[src/lane_operand_queue.sv]
`timescale 1ns/1ps

module lane_operand_queue #(
  parameter type         payload_t = logic,
  parameter int unsigned Depth     = 4
) (
  input  logic     clk_i,
  input  logic     rst_ni,
  input  logic     push_valid_i,
  input  payload_t push_data_i,
  output logic     push_ready_o,
  output logic     pop_valid_o,
  output payload_t pop_data_o,
  input  logic     pop_ready_i,
  output logic     empty_o
);

  localparam int unsigned PtrW = (Depth > 1) ? $clog2(Depth) : 1;
  localparam int unsigned CntW = $clog2(Depth + 1);

  payload_t        mem_q [Depth];
  logic [PtrW-1:0] wr_ptr_q;
  logic [PtrW-1:0] rd_ptr_q;
  logic [CntW-1:0] cnt_q;
  logic [CntW-1:0] cnt_d;
  logic            ready_q;
  logic            push;
  logic            pop;

  assign push = push_valid_i & ready_q;
  assign pop  = pop_valid_o & pop_ready_i;

  assign empty_o      = (cnt_q == '0);
  assign pop_valid_o  = ~empty_o;
  assign pop_data_o   = mem_q[rd_ptr_q];
  assign push_ready_o = ready_q;

  always_comb begin
    cnt_d = cnt_q;
    if (push && !pop) begin
      cnt_d = cnt_q + 1'b1;
    end else if (pop && !push) begin
      cnt_d = cnt_q - 1'b1;
    end
  end

  always_ff @(posedge clk_i or negedge rst_ni) begin
    if (!rst_ni) begin
      wr_ptr_q <= '0;
      rd_ptr_q <= '0;
      cnt_q    <= '0;
      ready_q  <= 1'b0;
    end else begin
      if (push) begin
        wr_ptr_q <= (wr_ptr_q == PtrW'(Depth - 1)) ? '0 : wr_ptr_q + 1'b1;
      end
      if (pop) begin
        rd_ptr_q <= (rd_ptr_q == PtrW'(Depth - 1)) ? '0 : rd_ptr_q + 1'b1;
      end
      cnt_q   <= cnt_d;
      ready_q <= (cnt_d != CntW'(Depth));
    end
  end

  always_ff @(posedge clk_i) begin
    if (push) begin
      mem_q[wr_ptr_q] <= push_data_i;
    end
  end

endmodule

[config.mk]
export PLATFORM = sky130hd
export DESIGN_NAME = lane_operand_queue
export DESIGN_NICKNAME = d
export VERILOG_FILES = /design/src/lane_operand_queue.sv
export SDC_FILE = /design/constraint.sdc
export NUM_CORES = 1
export LEC_CHECK = 0
export ABC_AREA = 1
export BUFFER_PORTS_ARGS = -buffer_cell sky130_fd_sc_hd__buf_2
export CAP_MARGIN = 0
export CORE_MARGIN = 2
export CORE_UTILIZATION = 54
export CTS_CLUSTER_DIAMETER = 50
export DETAILED_ROUTE_END_ITERATION = 10
export PLACE_DENSITY = 0.79
export SLEW_MARGIN = 20
export SYNTH_ARGS = -nofsm -noshare
export SYNTH_HDL_FRONTEND = slang
export SYNTH_SLANG_ARGS = --single-unit
[constraint.sdc]
create_clock -name clk_i -period 1.7 [get_ports clk_i]
set_input_delay 0.255 -clock clk_i [delete_from_list [all_inputs] [get_ports clk_i]]
set_output_delay 0.255 -clock clk_i [all_outputs]
set_load 0.01 [all_outputs]
Word-level counts from Yosys, hierarchy flattened
Memory sizes are Yosys's and may differ from the RTL's.
Index checks and enable logic that the tools add are counted.
Widths: inputs -> output; s select.
{"block": "totals", "ff_bits": 8, "memories": 1, "ram_bits": 4, "input_bits": 5, "output_inout_bits": 4}
{"name": "mem_q", "depth": 4, "width": 1, "rd": 1, "rd_clocked_by_memory_dff": 0, "write_ports": 1, "line": "21", "rtl": "payload_t mem_q [Depth];"}
{"block": "op_classes", "n_addsub": 4, "n_reduce_logical": 5, "mux": 6, "eq_ne": 3, "bitwise": 3}
{"operator": "$mux 3", "n": 2}
{"operator": "$add 2x1->2 const B", "n": 2}
{"operator": "$eq 2x2->1 const B", "n": 2}
{"operator": "$mux 2", "n": 2}
{"operator": "$add 3x1->3 const B", "n": 1}
{"operator": "$logic_not 3->1", "n": 1}
{"operator": "$ne 3x3->1 const B", "n": 1}
{"operator": "$sub 3x1->3 const B", "n": 1}
{"operator": "$and 1x1->1", "n": 2}
{"operator": "$logic_and 1x1->1", "n": 2}
{"operator": "$logic_not 1->1", "n": 2}
{"operator": "$mux 1", "n": 2}
{"operator": "$not 1->1", "n": 1}

Depth between registers and ports, before layout
{"block": "logic_depth", "depth_word": 7, "depth_mapped": 10}

Worst setup path after synthesis
OpenSTA, ideal clock, no wires.
{"block": "synth_timing", "path_type": "register to register", "startpoint": "register cnt_q[0]", "endpoint": "register ready_q (netlist: push_ready_o)", "setup_slack_ns": 0.435, "setup_time_ns": 0.117, "t_arrival_ns": 1.148, "required_time_ns": 1.583, "path_stages_with_launch": 11, "path_cell_list": "dfrtp_1 -> inv_1 -> ha_1 -> nand2_4 -> nand2_4 -> nand2_4 -> nand2_2 -> nand2_2 -> nand2_2 -> nor2_2 -> nand2_1"}
{"block": "synth_via", "elab_chain_cells": 7, "elab_cells_between_ends": 11}
{"element": "from (decl)", "line": "24", "rtl": "logic [CntW-1:0] cnt_q;"}
{"element": "from (signal assigned)", "line": "60", "rtl": "cnt_q <= cnt_d;"}
{"element": "$logic_not 3->1 *", "line": "33", "rtl": "assign empty_o = (cnt_q == '0);"}
{"element": "$not 1->1 *", "line": "34", "rtl": "assign pop_valid_o = ~empty_o;"}
{"element": "net pop_valid_o", "line": "12", "rtl": "output logic pop_valid_o,"}
{"element": "$and 1x1->1 *", "line": "31", "rtl": "assign pop = pop_valid_o & pop_ready_i;"}
{"element": "$logic_and 1x1->1 or $logic_not 1->1 (tied branches)", "line": "42, 40"}
{"element": "$mux 3 or $logic_and 1x1->1 (tied branches)", "line": "42, 40"}
{"element": "$mux 3 *", "line": "40", "rtl": "if (push && !pop) begin"}
{"element": "net cnt_d[1]", "line": "25", "rtl": "logic [CntW-1:0] cnt_d;"}
{"element": "$ne 3x3->1 *", "line": "61", "rtl": "ready_q <= (cnt_d != CntW'(Depth));"}
{"element": "to (signal assigned)", "line": "61"}
{"element": "to (decl)", "line": "26", "rtl": "logic ready_q;"}
The timed path passes the listed nets; every way through them passes the cells marked *.
A chain may end at the register's enable or synchronous reset.

Final worst setup path
{"block": "layout_timing", "startpoint": "register cnt_q[0]", "endpoint": "output empty_o"}
{"block": "layout_via", "elab_chain_cells": 1}
{"element": "$logic_not 3->1", "line": "33"}
{"element": "to (decl)", "line": "15", "rtl": "output logic empty_o"}
No other way between the ends.

==> results.yml <==
grt:
  vias_in_the_first_global_route: 483
  gr-usage-met3_pct: 12.2
  globalRouteTotalUtil_pct: 17.9
  grt_use_met2_pct: 29.4
  grt_antenna_before_repair: 0
  met1_usage_pct: 17.5
  grt_first_pass_wirelength_um: 1840
  grt_busiest_layer: "met2"
  global_route.overflow_total: 0
  grt_start_max_net_pins: 9
critical_path:
  criticalPathCategory: "register to output port"
  critical_path.endpoint: "empty_o"
  worst-endpoint-required_ns: 1.44
  timing.critical_path.from: "cnt_q[0]"
  critical_path.reg2reg.startpoint: "cnt_q[0]"
  r2r_end: "push_ready_o"
  timing.critical_path.to_type: "output port"
  timing.critical_path.from_type: "register"
  reg2reg_depth: 10
  arrival_ns: 1.20
  critical_path.max_fanout: 4
  reg2reg_slack_ns: 0.34
route:
  detail_route.wirelength_um: 1070
  routed-via-count: 522
  routed_wire_length_per_instance_um: 10.2
  drc: 0
  antenna_left: 0
  tritonroute_pass_1_iters: 4
  drt_iter0_markers: 11
  routed_via_density: 4.97
timing:
  final.min_clock_period_ns: 1.45
  hold_viol_final: 0
  setup_violations: 0
  drv_slew: 0
  rsz0062_at_grt: "false"
  max_slew_headroom_pct: 87.2
  fin_worst_skew_ns: 0.0171
  worst_pin_slew_ns: 0.190
  totalNegativeSetupSlack_ns: 0
  hold_slack_ns: 0.192
  timing.fmax_mhz: 688
  min_period_over_period_pct: 85.5
job:
  drv_cap: 0
yosys:
  syn_area_um2: 714
  synth_fp_nets: 90
  synth-warning-count: 0
  postSynthAreaPerCell_um2: 9.28
  synth_cell_type_count: 17
  ys_seq_elements: 12
  number_of_cells_produced_by_synthesis: 77
  synth_sequential_area_ratio_pct: 44.8
placement:
  globalplace.congestion: 0.788
  hpwl_detailed_um: 874
  placedInstanceArea_um2: 773
  port_buffers: 8
floorplanning:
  floorplan.io_pins: 9
  die_h_um: 40.4
  die_width_um: 40.4
  floorplan.rows: 13
  initial_utilization_pct: 56.3
  overall_die_area_um2: 1630
  core_region_area_um2: 1270
clock_tree:
  cts_setup_buffers: 0
  cts_root_buffer: "sky130_fd_sc_hd__clkbuf_4"
  cts.path.max_buffers: 2
  cts.clk_slew.worst_paths_ns: 0.08
  cts-htree-levels: 1
  cts.sinks: 12
  post_cts.resized_instances: 0
  worst_skew_pair.late_latency_ns: 0.27
  tritoncts.num_buffers: 3
  tritoncts: "built"
power:
  ir_worst_vdd_mv: 0.951
  p_comb_share_pct: 49.4
  power_frac_seq_pct: 37.3
  p_int_mw: 0.763
  power.switching_mw: 0.567
  power.static_leakage_nw: 0.423
  clkPwrFrac_pct: 13.3
  p_per_cell_area_nw_per_um2: 1640
  switching_share_pct: 42.6
finish:
  final_layout_size_suffix_gt1_share_pct: 28.9
  layout.nets: 104
  most-common-layout-cells: "sky130_fd_sc_hd__nand2_1 (15), sky130_fd_sc_hd__inv_1 (11), sky130_fd_sc_hd__ha_1 (8), sky130_fd_sc_hd__dfrtp_1 (8), sky130_fd_sc_hd__buf_2 (8)"
  filler_cell_count: 108
  antennaDiodeCount: 0
  layout_commonest_cell: "sky130_fd_sc_hd__nand2_1"
  area_delta_synth_final_pct: 13.3
  finish.utilization_pct: 63.8
  layout.cell_area.non_filler_um2: 810
worst_hold_path:
  worstHoldPathCells: 1
  worst_hold_path_type: "primary input to register"
outcome:
  status: "finished clean"
[critical path: stages, from the launching register on]
cell and delay [ns]:
sky130_fd_sc_hd__dfrtp_1 0.39, sky130_fd_sc_hd__inv_1 0.10, sky130_fd_sc_hd__ha_1 0.20, sky130_fd_sc_hd__nand2_4 0.08
sky130_fd_sc_hd__inv_1 0.05, sky130_fd_sc_hd__buf_2 0.11
[cells by family after synthesis]
kind of cell | count (synthesis) | synth area share (%)
AND/OR/NAND/NOR | 38 | 29.4
adder cells (fa/ha/maj) | 8 | 14.0
buffers and inverters | 14 | 7.71
flip-flops | 12 | 44.8
AO/OA/AOI/OAI | 5 | 4.03
[flip-flops by register name (all words and copies together), names as in the netlist]
| signal | count |
|---|---|
| mem_q | 4 |
| rd_ptr_q | 2 |
| wr_ptr_q | 2 |
| push_ready_o | 1 |
| cnt_q | 3 |
[metrics by stage]
stage / std cells / setup slack [ns] / total power, mW
global route: 105 / 0.142 / 1.49
finish: 105 / 0.247 / 1.33
global placement: 100 / 0.392 / 1.12
floorplan: 77 / 0.435 / 1.00
CTS: 105 / 0.230 / 1.34
detailed placement: 100 / 0.353 / 1.16
[layer usage]
layer	vias to the layer above	share of wire (%)
met5	-	0
met4	0	0
met3	0	7.2
met2	14	51
met1	240	41
li1	268	-
[cell type report]
class                           count  area [um^2]  share of cell area [%]
Timing Repair Buffer                9         50.0                    6.18
Clock buffer                        4         26.3                    3.25
Inverter                           14         55.1                    6.80
Sequential cell                    12          320                    39.6
Tap cell                           15         18.8                    2.32
Multi-Input combinational cell     51          339                    41.9
[what timing repair did]
item                       4_1_cts  5_1_grt
hold endpoints to repair         8        0
hold buffers                     1        0
setup endpoints to repair        0        0
[worst min-delay path by stage]
stage,startpoint,end,slack (ns)
5_1_grt,push_data_i,mem_q[2],0.18
4_1_cts,push_data_i,mem_q[2],0.19
6_report,push_data_i,mem_q[2],0.19
3_5_place_dp,rst_ni,rd_ptr_q[1],0.11
3_3_place_gp,rst_ni,rd_ptr_q[0],0.11
2_1_floorplan,rst_ni,cnt_q[0],-0.04
[cells in the mapped netlist, drive strengths merged]
library cell,number,share of area (%)
edfxtp,4,17
inv,14,7.7
a21oi,1,0.70
ha,8,14
nand3b,1,1.1
nand2,24,19
a32oi,1,1.2
nand3,7,6.3
o21ai,3,2.1
nor2,6,3.5
dfrtp,8,28
[power groups by stage]
stage          clock [mW]  sequential, mW  combinational [mW]
4_1_cts             0.180           0.497               0.664
6_report            0.176           0.496               0.657
5_1_grt             0.196           0.519               0.776
2_1_floorplan           0           0.485               0.517
3_3_place_gp            0           0.497               0.625
3_5_place_dp            0           0.503               0.656
No activity file was read; power rests on OpenSTA's default activity.
