`src/lane_params.svh`:
```
`ifndef LANE_PARAMS_SVH
`define LANE_PARAMS_SVH

////////////////////////////////////////
// Lane sizing
////////////////////////////////////////

// Element width in bits
`define LANE_ELEM_W 32

// Vector register file shape
`define LANE_NR_VREGS 8
`define LANE_VLEN 16

////////////////////////////////////////
// Buffer depths
////////////////////////////////////////

`define LANE_OPQ_DEPTH 4
`define LANE_LDQ_DEPTH 4

`endif

```
`src/lane_pkg.sv`:
```
`include "lane_params.svh"

package lane_pkg;

  ////////////////////////////////////////
  // Scalar types
  ////////////////////////////////////////

  typedef logic [`LANE_ELEM_W-1:0] elem_t;

  // Register and element addressing
  typedef logic [$clog2(`LANE_NR_VREGS)-1:0] vreg_t;
  typedef logic [$clog2(`LANE_VLEN)-1:0] eidx_t;

  // One extra bit so a full register length fits
  typedef logic [$clog2(`LANE_VLEN):0] vl_t;

  // Supported operations
  typedef enum logic [2:0] {
    VADD   = 3'd0,
    VSUB   = 3'd1,
    VAND   = 3'd2,
    VOR    = 3'd3,
    VXOR   = 3'd4,
    VSTORE = 3'd5
  } vop_e;

  ////////////////////////////////////////
  // Buffer payloads
  ////////////////////////////////////////

  // Operand pair for one element
  typedef struct packed {
    vop_e  op;
    vreg_t vd;
    eidx_t eidx;
    elem_t opa;
    elem_t opb;
    logic  last;
  } opq_entry_t;

  // Write from the load port
  typedef struct packed {
    vreg_t vreg;
    eidx_t eidx;
    elem_t data;
  } ldq_entry_t;

endpackage

```
`src/lane_operand_requester.sv`:
```
`timescale 1ns/1ps

module lane_operand_requester (
  input  logic                 clk_i,
  input  logic                 rst_ni,
  // Command port
  input  logic                 cmd_valid_i,
  input  lane_pkg::vop_e       cmd_op_i,
  input  lane_pkg::vreg_t      cmd_vd_i,
  input  lane_pkg::vreg_t      cmd_vs1_i,
  input  lane_pkg::vreg_t      cmd_vs2_i,
  input  lane_pkg::vl_t        cmd_vl_i,
  output logic                 cmd_ready_o,
  // Lane status
  input  logic                 ldq_empty_i,
  input  logic                 alu_busy_i,
  // VRF read ports
  output lane_pkg::vreg_t      rd_a_vreg_o,
  output lane_pkg::eidx_t      rd_a_eidx_o,
  input  lane_pkg::elem_t      rd_a_data_i,
  output lane_pkg::vreg_t      rd_b_vreg_o,
  output lane_pkg::eidx_t      rd_b_eidx_o,
  input  lane_pkg::elem_t      rd_b_data_i,
  // Operand queue push
  output logic                 opq_valid_o,
  output lane_pkg::opq_entry_t opq_data_o,
  input  logic                 opq_ready_i
);

  import lane_pkg::*;

  typedef enum logic {
    IDLE,
    RUN
  } state_e;

  state_e state_q;
  eidx_t  eidx_q;

  // Latched command
  vop_e  op_q;
  vreg_t vd_q;
  vreg_t vs1_q;
  vreg_t vs2_q;
  vl_t   vl_q;

  logic cmd_hs;
  logic push;
  logic last;

  // Only one instruction in flight, and pending loads must land first
  assign cmd_ready_o = (state_q == IDLE) & ~alu_busy_i & ldq_empty_i;
  assign cmd_hs      = cmd_valid_i & cmd_ready_o;
  assign push        = opq_valid_o & opq_ready_i;

  // A zero length also ends after one element
  assign last = (vl_t'(eidx_q) + vl_t'(1)) >= vl_q;

  always_ff @(posedge clk_i) begin
    if (cmd_hs) begin
      op_q  <= cmd_op_i;
      vd_q  <= cmd_vd_i;
      vs1_q <= cmd_vs1_i;
      vs2_q <= cmd_vs2_i;
      vl_q  <= cmd_vl_i;
    end
  end

  ////////////////////////////////////////
  // Element walk
  ////////////////////////////////////////

  always_ff @(posedge clk_i or negedge rst_ni) begin
    if (!rst_ni) begin
      state_q <= IDLE;
      eidx_q  <= '0;
    end else begin
      case (state_q)
        IDLE: begin
          if (cmd_hs) begin
            state_q <= RUN;
            eidx_q  <= '0;
          end
        end
        RUN: begin
          if (push) begin
            if (last) begin
              state_q <= IDLE;
            end else begin
              eidx_q <= eidx_q + 1'b1;
            end
          end
        end
        default: state_q <= IDLE;
      endcase
    end
  end

  // Both sources read at the current index
  assign rd_a_vreg_o = vs1_q;
  assign rd_a_eidx_o = eidx_q;
  assign rd_b_vreg_o = vs2_q;
  assign rd_b_eidx_o = eidx_q;

  assign opq_valid_o = (state_q == RUN);

  always_comb begin
    opq_data_o.op   = op_q;
    opq_data_o.vd   = vd_q;
    opq_data_o.eidx = eidx_q;
    opq_data_o.opa  = rd_a_data_i;
    opq_data_o.opb  = rd_b_data_i;
    opq_data_o.last = last;
  end

endmodule

```
`config.mk`:
```
export PLATFORM = sky130hd
export DESIGN_NAME = lane_operand_requester
export DESIGN_NICKNAME = d
export VERILOG_FILES = /design/src/lane_pkg.sv /design/src/lane_operand_requester.sv
export VERILOG_INCLUDE_DIRS = /design/src
export SDC_FILE = /design/constraint.sdc
export NUM_CORES = 1
export LEC_CHECK = 0
export BUFFER_PORTS_ARGS = -buffer_cell sky130_fd_sc_hd__buf_2
export CAP_MARGIN = 20
export CORE_UTILIZATION = 31
export DETAILED_ROUTE_END_ITERATION = 8
export HOLD_SLACK_MARGIN = 0.12
export PLACE_DENSITY = 0.88
export REMOVE_ABC_BUFFERS = 1
export SLEW_MARGIN = 10
export SYNTH_ARGS = -nofsm -noshare
export SYNTH_HDL_FRONTEND = slang
export SYNTH_SLANG_ARGS = --single-unit
export TNS_END_PERCENT = 5
```
`constraint.sdc`:
```
create_clock -name clk_i -period 2.2 [get_ports clk_i]
set_input_delay 0.33 -clock clk_i [delete_from_list [all_inputs] [get_ports clk_i]]
set_output_delay 0.33 -clock clk_i [all_outputs]
set_load 0.02 [all_outputs]
```
# Yosys cells after proc, flatten, opt, wreduce, memory -nomap -nowiden
# Cells that the tools add are included.
# word_totals
elab_cells	28
ff_bits	22
out_inout_bits	91
# classes
mux	8
bitwise_logic	6
eq_ne	3
reduce_logical	1
n_lt_le_gt_ge	1
n_addsub	2
# ops
operator	n
$mux W4	3
$pmux W4 S2	1
$add A4 B1 Y5 const B	1
$ge A5 B5 Y1	1
$add A4 B1 Y4 const B	1
$and A1 B1 Y1	4
$ne A2 B2 Y1 const B	2
$mux W1	3
$reduce_and A3 Y1	1
$ne A2 B1 Y1 const B	1
$not A1 Y1	2
$pmux W1 S2	1

# Depth between registers and ports, before layout
# depth
depth_word	6
mapped_depth	8
depth_no_buf	8

# Worst setup path after synthesis
# Ideal clock, no wire load.
# synth_path
path_type	reg-to-output
start	register eidx_q[0] (netlist: rd_a_eidx_o[0])
end	output port opq_data_o[0] (netlist name)
setup_slack_ns	-0.039
arrival_ns	1.909
stages_incl_launch_ff	7
cell_sequence	dfrtp_1 ha_1 and3_2 ha_1 a21o_1 a31o_4 buf_4
# synth_between
elab_chain_cells	2
# synth_lines
element	line	rtl
start, declared	lane_operand_requester.sv:38	eidx_t eidx_q;
start signal, assigned	lane_operand_requester.sv:90	eidx_q <= eidx_q + 1'b1;
$add A4 B1 Y5	lane_operand_requester.sv:57	assign last = (vl_t'(eidx_q) + vl_t'(1)) >= vl_q;
$ge A5 B5 Y1	lane_operand_requester.sv:57	
end, declared	lane_operand_requester.sv:26	output lane_pkg::opq_entry_t opq_data_o,
# Every way passes these cells.

==> impl_metrics.env <==
export IMPL_wire_per_inst_um=36.88
export IMPL_grt_max_degree=16
export IMPL_routabilityCongestion=1.036
export IMPL_insertedDiodeCount=0
export IMPL_grt_remaining_overflow=0
export IMPL_layout_nets=228
export IMPL_setup_violations_final=1
export IMPL_grt_pass1_wl_um=9018
export IMPL_first_pass_iters=4
export IMPL_stdcell_count=201
export IMPL_drive_gt1_frac=0.5821
export IMPL_ir_drop_v=0.0005437
export IMPL_drt_iter0_drc=38
export IMPL_relSlewSlack=0.8119
export IMPL_cp_end_kind="primary output"
export IMPL_hold_path_class="input pin to flip-flop"
export IMPL_violations="setup timing"
export IMPL_mostFrequentLayoutCells="48 x buf_2, 17 x edfxtp_1, 10 x buf_4"
export IMPL_wirelength_um=7412
export IMPL_insertion_delay_ns=0.26
export IMPL_antenna_found_initial=0
export IMPL_grt_pass1_vias=916
export IMPL_hold_viol_final=0
export IMPL_layout_commonest_cell="buf_2"
export IMPL_syn_area_sq_mm=0.001551
export IMPL_via_count=977
export IMPL_die_width_um=72.75
export IMPL_vias_per_cell=4.861
export IMPL_path_clk_slew_ns=0.08
export IMPL_floorplan_initialDensity=0.3263
export IMPL_synth_area_leaders="buf_4 35%, edfxtp_1 33%, dfrtp_1 8.1%"
export IMPL_finalClockSkew_ns=0.001872
export IMPL_power_uw=1861
export IMPL_rows=25
export IMPL_clock_path_buffers=2
export IMPL_n_fill_cell=515
export IMPL_cts_tree="built"
export IMPL_fin_crit_sh=1.019
export IMPL_areaGrowthSynthToFinish_pct=-1.935
export IMPL_synth_top_area_frac=0.3532
export IMPL_arrival_ns=1.91
export IMPL_place_inst=191
export IMPL_htreeDepth=1
export IMPL_track_usage=0.2808
export IMPL_power_density_mw_per_mm2=1223
export IMPL_worst_slack_ns=-0.04171
export IMPL_postRouteAntennaNets=0
export IMPL_maxCapViolations=0
export IMPL_setup_tns_ns=-0.04171
export IMPL_place_hpwl_um=6821
export IMPL_outcome="finished with violations"
export IMPL_worstMarginPinSlew_ns=0.2822
export IMPL_drc=0
export IMPL_ys_types=27
export IMPL_finalMaxSlewViolations=0
export IMPL_crit_required_ns=1.87
export IMPL_crit_fanout=3
export IMPL_rsz0062_at_grt="true"
export IMPL_syn_area_per_cell_sq_um=10.77
export IMPL_yosysWarnings=0
export IMPL_crit_type="flip-flop to primary output"
export IMPL_die_h_um=72.75
export IMPL_fp_dieArea_sq_mm=0.005292
export IMPL_fmax_mhz=446.1
export IMPL_numCtsBuffers=3
export IMPL_io_buffers=49
export IMPL_core_sq_mm=0.004755
export IMPL_ys_ff_latch=22
export IMPL_p_leak_uw=0.0007126
export IMPL_synth_top_area_cell="buf_4"
export IMPL_cp_start_kind="flip-flop"
export IMPL_min_period_ns=2.242
export IMPL_yosysSeqAreaShare=0.4097
export IMPL_synthCells=144
export IMPL_root_buffer="clkbuf_8"
export IMPL_ios=178
export IMPL_cts_sinks=22
export IMPL_hold_slack_ns=0.2345
-- power by group --
part	internal (uW)	total [uW]	switching (uW)
logic	411	896	485
registers	509	587	77.6
clock network	243	378	135
-- area by class of cell --
class	instances	area, sq um	share of cell area
Inverter	8	30.03	0.01974
Timing Repair Buffer	60	336.6	0.2212
Clock buffer	3	41.29	0.02714
Multi-Input combinational cell	40	364.1	0.2393
Tap cell	67	83.83	0.05510
Clock inverter	1	30.03	0.01974
Sequential cell	22	635.6	0.4178
-- synthesized netlist by cell type --
cell type	number
o21ai_0	1
inv_1	8
a31o_4	1
o21ai_1	1
buf_2	1
edfxtp_1	17
o22ai_2	1
dfrtp_1	5
buf_4	73
ha_1	6
a21o_1	2
xnor2_1	1
and3_2	1
a32o_1	4
nand3_2	1
a21oi_2	1
xor2_1	1
nand2b_1	2
nand2_1	6
a21oi_1	2
o22ai_1	1
o21ai_2	2
nor2b_4	1
nor3_1	1
nand4_1	1
nor2b_1	2
nor3b_2	1
-- metrics by stage --
stage	worst slack (ns)	utilization	area, sq um
after detailed placement	0.1272	0.2871	1365
after CTS	-0.09185	0.3124	1485
after global placement	0.1638	0.2871	1365
final	-0.04171	0.3200	1521
after global routing	-0.1172	0.3200	1521
after floorplan	-0.1141	-	998.5
-- path summary, 6_finish.rpt --
kind	depth (start not counted)	slack, ns	from	to
max	7	-0.04	rd_a_eidx_o[1]	opq_data_o[0]
min	1	0.23	cmd_op_i[0]	op_q[0]
max reg2reg	10	0.07	rd_a_eidx_o[1]	rd_a_eidx_o[1]
min reg2reg	1	0.69	opq_valid_o	opq_valid_o
max in group asynchronous	2	1.64	rst_ni	rd_a_eidx_o[2]
min in group asynchronous	2	0.42	rst_ni	rd_a_eidx_o[0]
-- flip-flops by register name, indices dropped and copies added, names as in the netlist --
signal,cells
vl_q,5
rd_b_vreg_o,3
rd_a_eidx_o,4
opq_valid_o,1
vd_q,3
op_q,3
rd_a_vreg_o,3
-- kinds of logic (layout without fill, tap and decap cells) --
group	Yosys count	count (layout)	share of synthesized area
AND/OR/NAND/NOR	16	16	0.06612
XOR/XNOR	2	2	0.01129
adder cells (fa/ha/maj)	6	6	0.04839
AO/OA/AOI/OAI	16	16	0.08871
flip-flops	22	22	0.4097
buffers and inverters	82	72	0.3758
-- repair_timing --
item	4_1_cts	5_1_grt
pin swaps	4	5
buffers inserted	4	3
hold buffers	1	0
gates resized for setup	3	6
setup endpoints to repair	1	5
hold endpoints to repair	5	0
-- worst max-delay path, cell delays in order (launching register included) --
cell and delay (ns):
dfrtp_1 0.43, ha_4 0.18, xor2_1 0.14, ha_1 0.31
a21oi_2 0.16, o21ai_2 0.09, a31o_4 0.23, buf_6 0.13
-- layer usage --
metal | up-vias | track usage | routed length, um
met2 | 149 | 0.5099 | 3802
met5 | - | 0.04040 | 28
met4 | 2 | 0.05447 | 133
met3 | 8 | 0.3674 | 2053
met1 | 430 | 0.1458 | 1394
li1 | 388 | - | -
Note: power is estimated with default switching activity, not from simulation.
