==> src/lane_params.svh <==
`ifndef LANE_PARAMS_SVH
`define LANE_PARAMS_SVH

////////////////////////////////////////
// Lane sizing
////////////////////////////////////////

// Element width in bits
`define LANE_ELEM_W 32

// Vector register file shape
`define LANE_NR_VREGS 8
`define LANE_VLEN 16

////////////////////////////////////////
// Buffer depths
////////////////////////////////////////

`define LANE_OPQ_DEPTH 4
`define LANE_LDQ_DEPTH 4

`endif

==> src/lane_pkg.sv <==
`include "lane_params.svh"

package lane_pkg;

  ////////////////////////////////////////
  // Scalar types
  ////////////////////////////////////////

  typedef logic [`LANE_ELEM_W-1:0] elem_t;

  // Register and element addressing
  typedef logic [$clog2(`LANE_NR_VREGS)-1:0] vreg_t;
  typedef logic [$clog2(`LANE_VLEN)-1:0] eidx_t;

  // One extra bit so a full register length fits
  typedef logic [$clog2(`LANE_VLEN):0] vl_t;

  // Supported operations
  typedef enum logic [2:0] {
    VADD   = 3'd0,
    VSUB   = 3'd1,
    VAND   = 3'd2,
    VOR    = 3'd3,
    VXOR   = 3'd4,
    VSTORE = 3'd5
  } vop_e;

  ////////////////////////////////////////
  // Buffer payloads
  ////////////////////////////////////////

  // Operand pair for one element
  typedef struct packed {
    vop_e  op;
    vreg_t vd;
    eidx_t eidx;
    elem_t opa;
    elem_t opb;
    logic  last;
  } opq_entry_t;

  // Write from the load port
  typedef struct packed {
    vreg_t vreg;
    eidx_t eidx;
    elem_t data;
  } ldq_entry_t;

endpackage

==> src/lane_alu.sv <==
`timescale 1ns/1ps

module lane_alu (
  input  logic                 clk_i,
  input  logic                 rst_ni,
  // Operand queue pop
  input  logic                 opq_valid_i,
  input  lane_pkg::opq_entry_t opq_data_i,
  output logic                 opq_ready_o,
  // VRF write
  output logic                 alu_we_o,
  output lane_pkg::vreg_t      alu_vreg_o,
  output lane_pkg::eidx_t      alu_eidx_o,
  output lane_pkg::elem_t      alu_data_o,
  // Store operand port
  output logic                 st_valid_o,
  output lane_pkg::elem_t      st_data_o,
  input  logic                 st_ready_i,
  // Status
  output logic                 busy_o,
  output logic                 done_o
);

  import lane_pkg::*;

  elem_t result;
  elem_t st_data_q;
  logic  st_valid_q;
  logic  st_last_q;
  logic  busy_q;
  logic  done_q;
  logic  is_store;
  logic  pop;
  logic  st_hs;
  logic  retire;

  assign is_store = (opq_data_i.op == VSTORE);

  // Stores wait for room in the output register
  assign opq_ready_o = is_store ? (~st_valid_q | st_ready_i) : 1'b1;
  assign pop         = opq_valid_i & opq_ready_o;
  assign st_hs       = st_valid_q & st_ready_i;

  always_comb begin
    case (opq_data_i.op)
      VADD:    result = opq_data_i.opa + opq_data_i.opb;
      VSUB:    result = opq_data_i.opa - opq_data_i.opb;
      VAND:    result = opq_data_i.opa & opq_data_i.opb;
      VOR:     result = opq_data_i.opa | opq_data_i.opb;
      VXOR:    result = opq_data_i.opa ^ opq_data_i.opb;
      default: result = opq_data_i.opb;
    endcase
  end

  // Write back in the pop cycle
  assign alu_we_o   = pop & ~is_store;
  assign alu_vreg_o = opq_data_i.vd;
  assign alu_eidx_o = opq_data_i.eidx;
  assign alu_data_o = result;

  ////////////////////////////////////////
  // Store output and retirement
  ////////////////////////////////////////

  // Last element written, or last store element taken
  assign retire = (alu_we_o & opq_data_i.last) | (st_hs & st_last_q);

  always_ff @(posedge clk_i or negedge rst_ni) begin
    if (!rst_ni) begin
      st_valid_q <= 1'b0;
      st_last_q  <= 1'b0;
      busy_q     <= 1'b0;
      done_q     <= 1'b0;
    end else begin
      if (pop && is_store) begin
        st_valid_q <= 1'b1;
        st_last_q  <= opq_data_i.last;
      end else if (st_hs) begin
        st_valid_q <= 1'b0;
      end
      if (retire) begin
        busy_q <= 1'b0;
      end else if (pop) begin
        busy_q <= 1'b1;
      end
      done_q <= retire;
    end
  end

  always_ff @(posedge clk_i) begin
    if (pop && is_store) begin
      st_data_q <= opq_data_i.opb;
    end
  end

  assign st_valid_o = st_valid_q;
  assign st_data_o  = st_data_q;
  // Queued entries count as busy before their first pop
  assign busy_o     = busy_q | opq_valid_i;
  assign done_o     = done_q;

endmodule

==> config.mk <==
export PLATFORM = sky130hd
export DESIGN_NAME = lane_alu
export DESIGN_NICKNAME = d
export VERILOG_FILES = /design/src/lane_pkg.sv /design/src/lane_alu.sv
export VERILOG_INCLUDE_DIRS = /design/src
export SDC_FILE = /design/constraint.sdc
export NUM_CORES = 1
export LEC_CHECK = 0
export ABC_AREA = 1
export CORE_ASPECT_RATIO = 1.1
export CORE_MARGIN = 5
export CORE_UTILIZATION = 55
export DETAILED_ROUTE_END_ITERATION = 16
export DONT_BUFFER_PORTS = 1
export GPL_TIMING_DRIVEN = 0
export PLACE_DENSITY_LB_ADDON = 0.25
export SLEW_MARGIN = 20
export SYNTH_ARGS = -nofsm -noshare
export SYNTH_HDL_FRONTEND = slang
export SYNTH_SLANG_ARGS = --single-unit
==> constraint.sdc <==
create_clock -name clk_i -period 4.1 [get_ports clk_i]
set_input_delay 0.82 -clock clk_i [delete_from_list [all_inputs] [get_ports clk_i]]
set_output_delay 0.82 -clock clk_i [all_outputs]
set_load 0.01 [all_outputs]
Yosys cells after proc, flatten, opt, wreduce, memory -nomap -nowiden
Index checks and enable logic that the tools add are counted.
- memories: 0
- RAM bits: 0
- ROM bits: 0
- latch bits: 0
- bits in registers: 36
- output and inout bits: 76
- reductions and logical operators: 4
- bitwise operators: 13
- $add $sub $neg: 2
- equality and inequality tests: 5
- divide/modulo/power cells: 0
- shifts and indexed selects: 0
- $mul: 0
- $lt $le $gt $ge: 0
- multiplexer cells: 6
- operators by type and width (kind ; number):
    case mux 32 bit (5 select lines) ; 1
    adder 32 bit ; 1
    AND 32 bit ; 1
    bitwise OR 32 bit ; 1
    subtractor 32 bit ; 1
    XOR 32 bit ; 1
    equality test 3 x 2 -> 1 bit, second input constant ; 2
    equality test 3 bit, second input constant ; 2
    AND 1 bit ; 5
    2-to-1 mux 1 bit ; 5
    nonzero test 2 bit ; 2
    equality test 3 x 1 -> 1 bit, second input constant ; 1
    logical NOT 3 bit ; 1
    bitwise OR 1 bit ; 3
    inverter 1 bit ; 2
    logical AND 1 bit ; 1

Depth between registers and ports, before layout
- depth in word-level cells: 8
- mapped depth: 24

Worst setup path after synthesis
OpenSTA, ideal clock, no wires.
- path kind: input to output
- start: input opq_data_i[2] in the netlist's numbering
- end: output alu_data_o[25]
- path slack: 0.067 ns
- cell stages on the path: 22
- data arrival time: 3.213 ns
- path through: inv_1 > ha_1 > inv_1 > nor3_2 > inv_1 > nor2_1 > nand2_1 > o21ai_2 > nand2_1 > xor2_1 > ha_1 > nand2_1 > inv_1 > nand2_1 > inv_1 > a21oi_1 > nor2_1 > nor2_1 > nand2_1 > nand2_1 > nand3_1 > a21oi_1
- cells in the longest elaborated chain, start to end: 2
- elaborated cells on any way between the ends: 3
- ends and longest elaborated chain (what ; line ; text):
    start: declaration ; lane_alu.sv:8 ; input lane_pkg::opq_entry_t opq_data_i,
    subtractor 32 bit / adder 32 bit (equally long branches) ; lane_alu.sv:47, lane_alu.sv:46 ;
    case mux 32 bit (5 select lines) * ; lane_alu.sv:45 ; case (opq_data_i.op)
    end: declaration ; lane_alu.sv:14 ; output lane_pkg::elem_t alu_data_o,
Every way passes the cells marked *; elsewhere a longest branch is shown, timed or not.

Worst setup path after layout
- start: input opq_data_i[1] in the netlist's numbering
- end: output alu_data_o[31]
The elaborated chain is that of the path after synthesis.

==> results by group <==
Setup path
  • Critical Path End: alu_data_o[31]
  • CP Data Required Time: about 3.3 ns
  • Worst reg2reg setup slack: 2.29 ns
  • Critical path's slowest cell: ha_1
  • Reg2reg end: st_data_o[23]
  • Crit-path max cell delay: roughly 0.48 ns
  • Worst r2r src: st_valid_o
  • Critical Path End Type: output port
  • WP data arrival: around 3.6 ns
  • Maximum fanout count along the critical path: 6
  • Worst R2R Path Depth: 6
  • Critical path class: input port to output port
  • Startpoint types: input port
  • Cells along the critical path: clkinvlp_4 -> buf_4 -> buf_4 -> nand3_2 -> nor2_4 -> nand4_1 -> nand2_1 -> xor2_1 -> inv_1 -> ha_1 -> nand2_4 -> nor2_1 -> nand2_1 -> nor2_1 -> a21oi_1 -> nand2_1 -> nand3_1 -> a21oi_2
  • Cell mode on critical path: nand2_1
  • Critical path startpoint: opq_data_i[1]

Floorplan
  • Io pins: roughly 160
  • Site row count: 42
  • Core area: 11,900 sq um
  • Initial Utilization: 0.555
  • Overall die area: about 14,000 sq um
  • Die height: around 130 um
  • Die W: about 110 um

Route
  • Vias: approximately 7,500
  • Routed wire length: 24.9 mm
  • Initial DRC Count: 753
  • Vias/cell: a little under 6
  • WL/cell: about 20 um
  • Antenna Violating Nets Remaining: 0
  • # DRC: 0
  • DRT Pass-1 Iters: 5

Yosys
  • Post-synth ARST share: 0.111
  • Mapped Cells: between 1,000 and 1,500
  • Synthesized area: about 6600 sq um
  • Yosys Warn Count: 0
  • Post-synth EDFFs: 32
  • Yosys reg bits: 36
  • Count of cell types in the netlist: 48
  • Most instantiated cells after synthesis: nand2_1, inv_1, ha_1
  • Top cells by area, synth: ha_1, nand2_1, edfxtp_1, inv_1, nor2_1
  • Yosys top cell by area: ha_1
  • Seq/Total Area, Yosys: 0.160
  • Ys flop type: edfxtp_1
  • Most common cell in the synthesized netlist: nand2_1
  • Syn avg cell area: 6.28 sq um
  • Post-Syn Nets: between 1,000 and 1,500
  • Synth top area share: 0.182

Clock tree
  • CTS tree: done
  • CTS max path bufs: 2
  • H-Tree Level Count: 2
  • Clock slew at reported path FFs: 0.06 ns
  • TritonCTS buffer count: 5
  • Hold-fix buffers, CTS: 0
  • Worst skew pair latency: around 0.28 ns
  • Root Driver: clkbuf_16
  • Clk sinks: 36

Place
  • Setup WS pre-CTS: -0.826 ns
  • HPWL after DPL: ~19 mm
  • Placer Congestion: ~1.0
  • Buffers added on ports: 0

Finish
  • Footprint of the multi-input gates: ~6000 sq um
  • Seq. cell area: between 1000 and 1500 sq um
  • P&R area growth vs syn: 28.5%
  • ANT cells: 0
  • Count of filler cells inserted in the layout: a little over 900
  • Share of cells above drive strength 1: 0.297
  • Final layout net count: about 1,300

STA
  • Final Hold Viols: 0
  • Slew Viols, Final: 0
  • Final Setup Violations: 23
  • Fmax: approximately 230 MHz
  • Final hold slack: about 0.23 ns
  • Fin crit share: 1.08
  • Worst Skew: between 0.004 and 0.005 ns
  • Rel. slew slack: 0.478
  • Post-layout min period: between 4 and 5 ns
  • Post-route setup slack: -0.339 ns
  • Worst slew pin tran: between 0.7 and 0.8 ns
  • RSZ-0062 raised after global routing: true

Status
  • Status: finished, violations left
  • Violated checks: negative setup slack

GRT
  • Antenna violations before repair: 0
  • First-pass GRT wire length: ~36 mm
  • Gr ovfl total: 0
  • Vias in the first global route: roughly 6,800
  • Largest net degree at the start of global routing: 23
  • GRT Total Usage: 0.321

Power
  • Power per cell area: approximately 220 nW/um^2
  • Leak Pwr: 4.21 nW
  • Max IR drop VDD: roughly 0.00028 V

Worst hold path
  • Hold WC Path Type: input port to asynchronous set/reset pin

Run
  • Max Cap Viol: 0
## critical path: cells and delay by family
kind | cells | cell delay (ns)
and+or+nand+nor | 10 | 1.38
adders and majority gates | 1 | 0.48
buffers and inverters | 4 | 0.36
AOI/OAI and AO/OA | 2 | 0.34
xor gates and xnor gates | 1 | 0.25
## report_power, final
| group | leakage [nW] | total, W | switching (W) | internal (W) |
|---|---|---|---|---|
| logic | 3.80 | 0.00105 | 0.000658 | 0.000387 |
| clock network | 0.0691 | 0.000383 | 0.000142 | 0.000241 |
| registers | 0.341 | 0.000419 | 0.00000772 | 0.000412 |
| total | 4.21 | 0.00185 | 0.000807 | 0.00104 |
## timing repair
item / CTS / global route
endpoints found under the setup margin: 26 / 26
gates resized for setup: 146 / 138
setup buffers: 25 / 13
pin swaps: 82 / 83
gates cloned: 0 / 0
## placed cells by master, fill, tap and decap left out, types with 14 or more instances in the layout
cell      netlist  routed
nand2_1       306     246
inv_1         184     164
ha_1           96      80
nor2_1         86      59
nand2_2        15      55
buf_4          10      44
o21ai_0        45      42
edfxtp_1       32      32
nand3_1        55      31
nand3_2         4      27
inv_2           9      22
xor2_1         28      22
nor2_4          4      20
nand2_4         1      20
nor2_2          9      20
nand4_1        18      18
a21oi_4         0      14
a21oi_1        37      14
ha_4            0      14
## flip-flops by register name (all words and copies together), names as in the netlist
name and count:
done_o 1, st_data_o 32, busy_q 1, st_last_q 1, st_valid_o 1
## per-stage QoR
stage | area [sq um] | cells | util | total power, W | setup TNS [ns]
after floorplan | 6620 | 1053 | - | 0.000989 | 0
after global placement | 6810 | 1207 | 0.571 | 0.00115 | -11.90
after detailed placement | 6840 | 1208 | 0.574 | 0.00116 | -12.52
after CTS | 7820 | 1241 | 0.656 | 0.00168 | -3.59
after global routing | 8500 | 1254 | 0.713 | 0.00196 | -8.09
final | 8500 | 1254 | 0.713 | 0.00185 | -4.42
## how the worst min path moves through the flow
stage	from	cells past startpoint	slack, ns	end
final	rst_ni	0	0.23	busy_q
after global routing	rst_ni	0	0.22	busy_q
after CTS	rst_ni	0	0.22	st_last_q
after detailed placement	st_last_q	2	0.51	st_last_q
after global placement	st_last_q	2	0.48	st_last_q
after floorplan	st_last_q	2	0.46	st_last_q
## area by class of cell
type	instances	area share
Timing Repair Buffer	39	0.0386
Tap cell	154	0.0227
Clock inverter	2	0.00177
Inverter	193	0.0877
Multi-Input combinational cell	797	0.686
Buffer	27	0.0227
Clock buffer	6	0.0163
Sequential cell	36	0.125
## routing by layer
layer | share of wire | global-route usage
met3 | 0.11 | 0.0503
met2 | 0.46 | 0.522
met4 | 0.059 | 0.140
met1 | 0.37 | 0.416
met5 | 0 | 0
## cells by family after synthesis
kind of cell    after synthesis  synth area share
xor+xnor                     28            0.0371
buf+inv                     220             0.135
flops                        36             0.160
simple gates                533             0.356
compound gates              139             0.127
fa+ha+maj                    97             0.185
No activity file was read; power rests on OpenSTA's default activity.
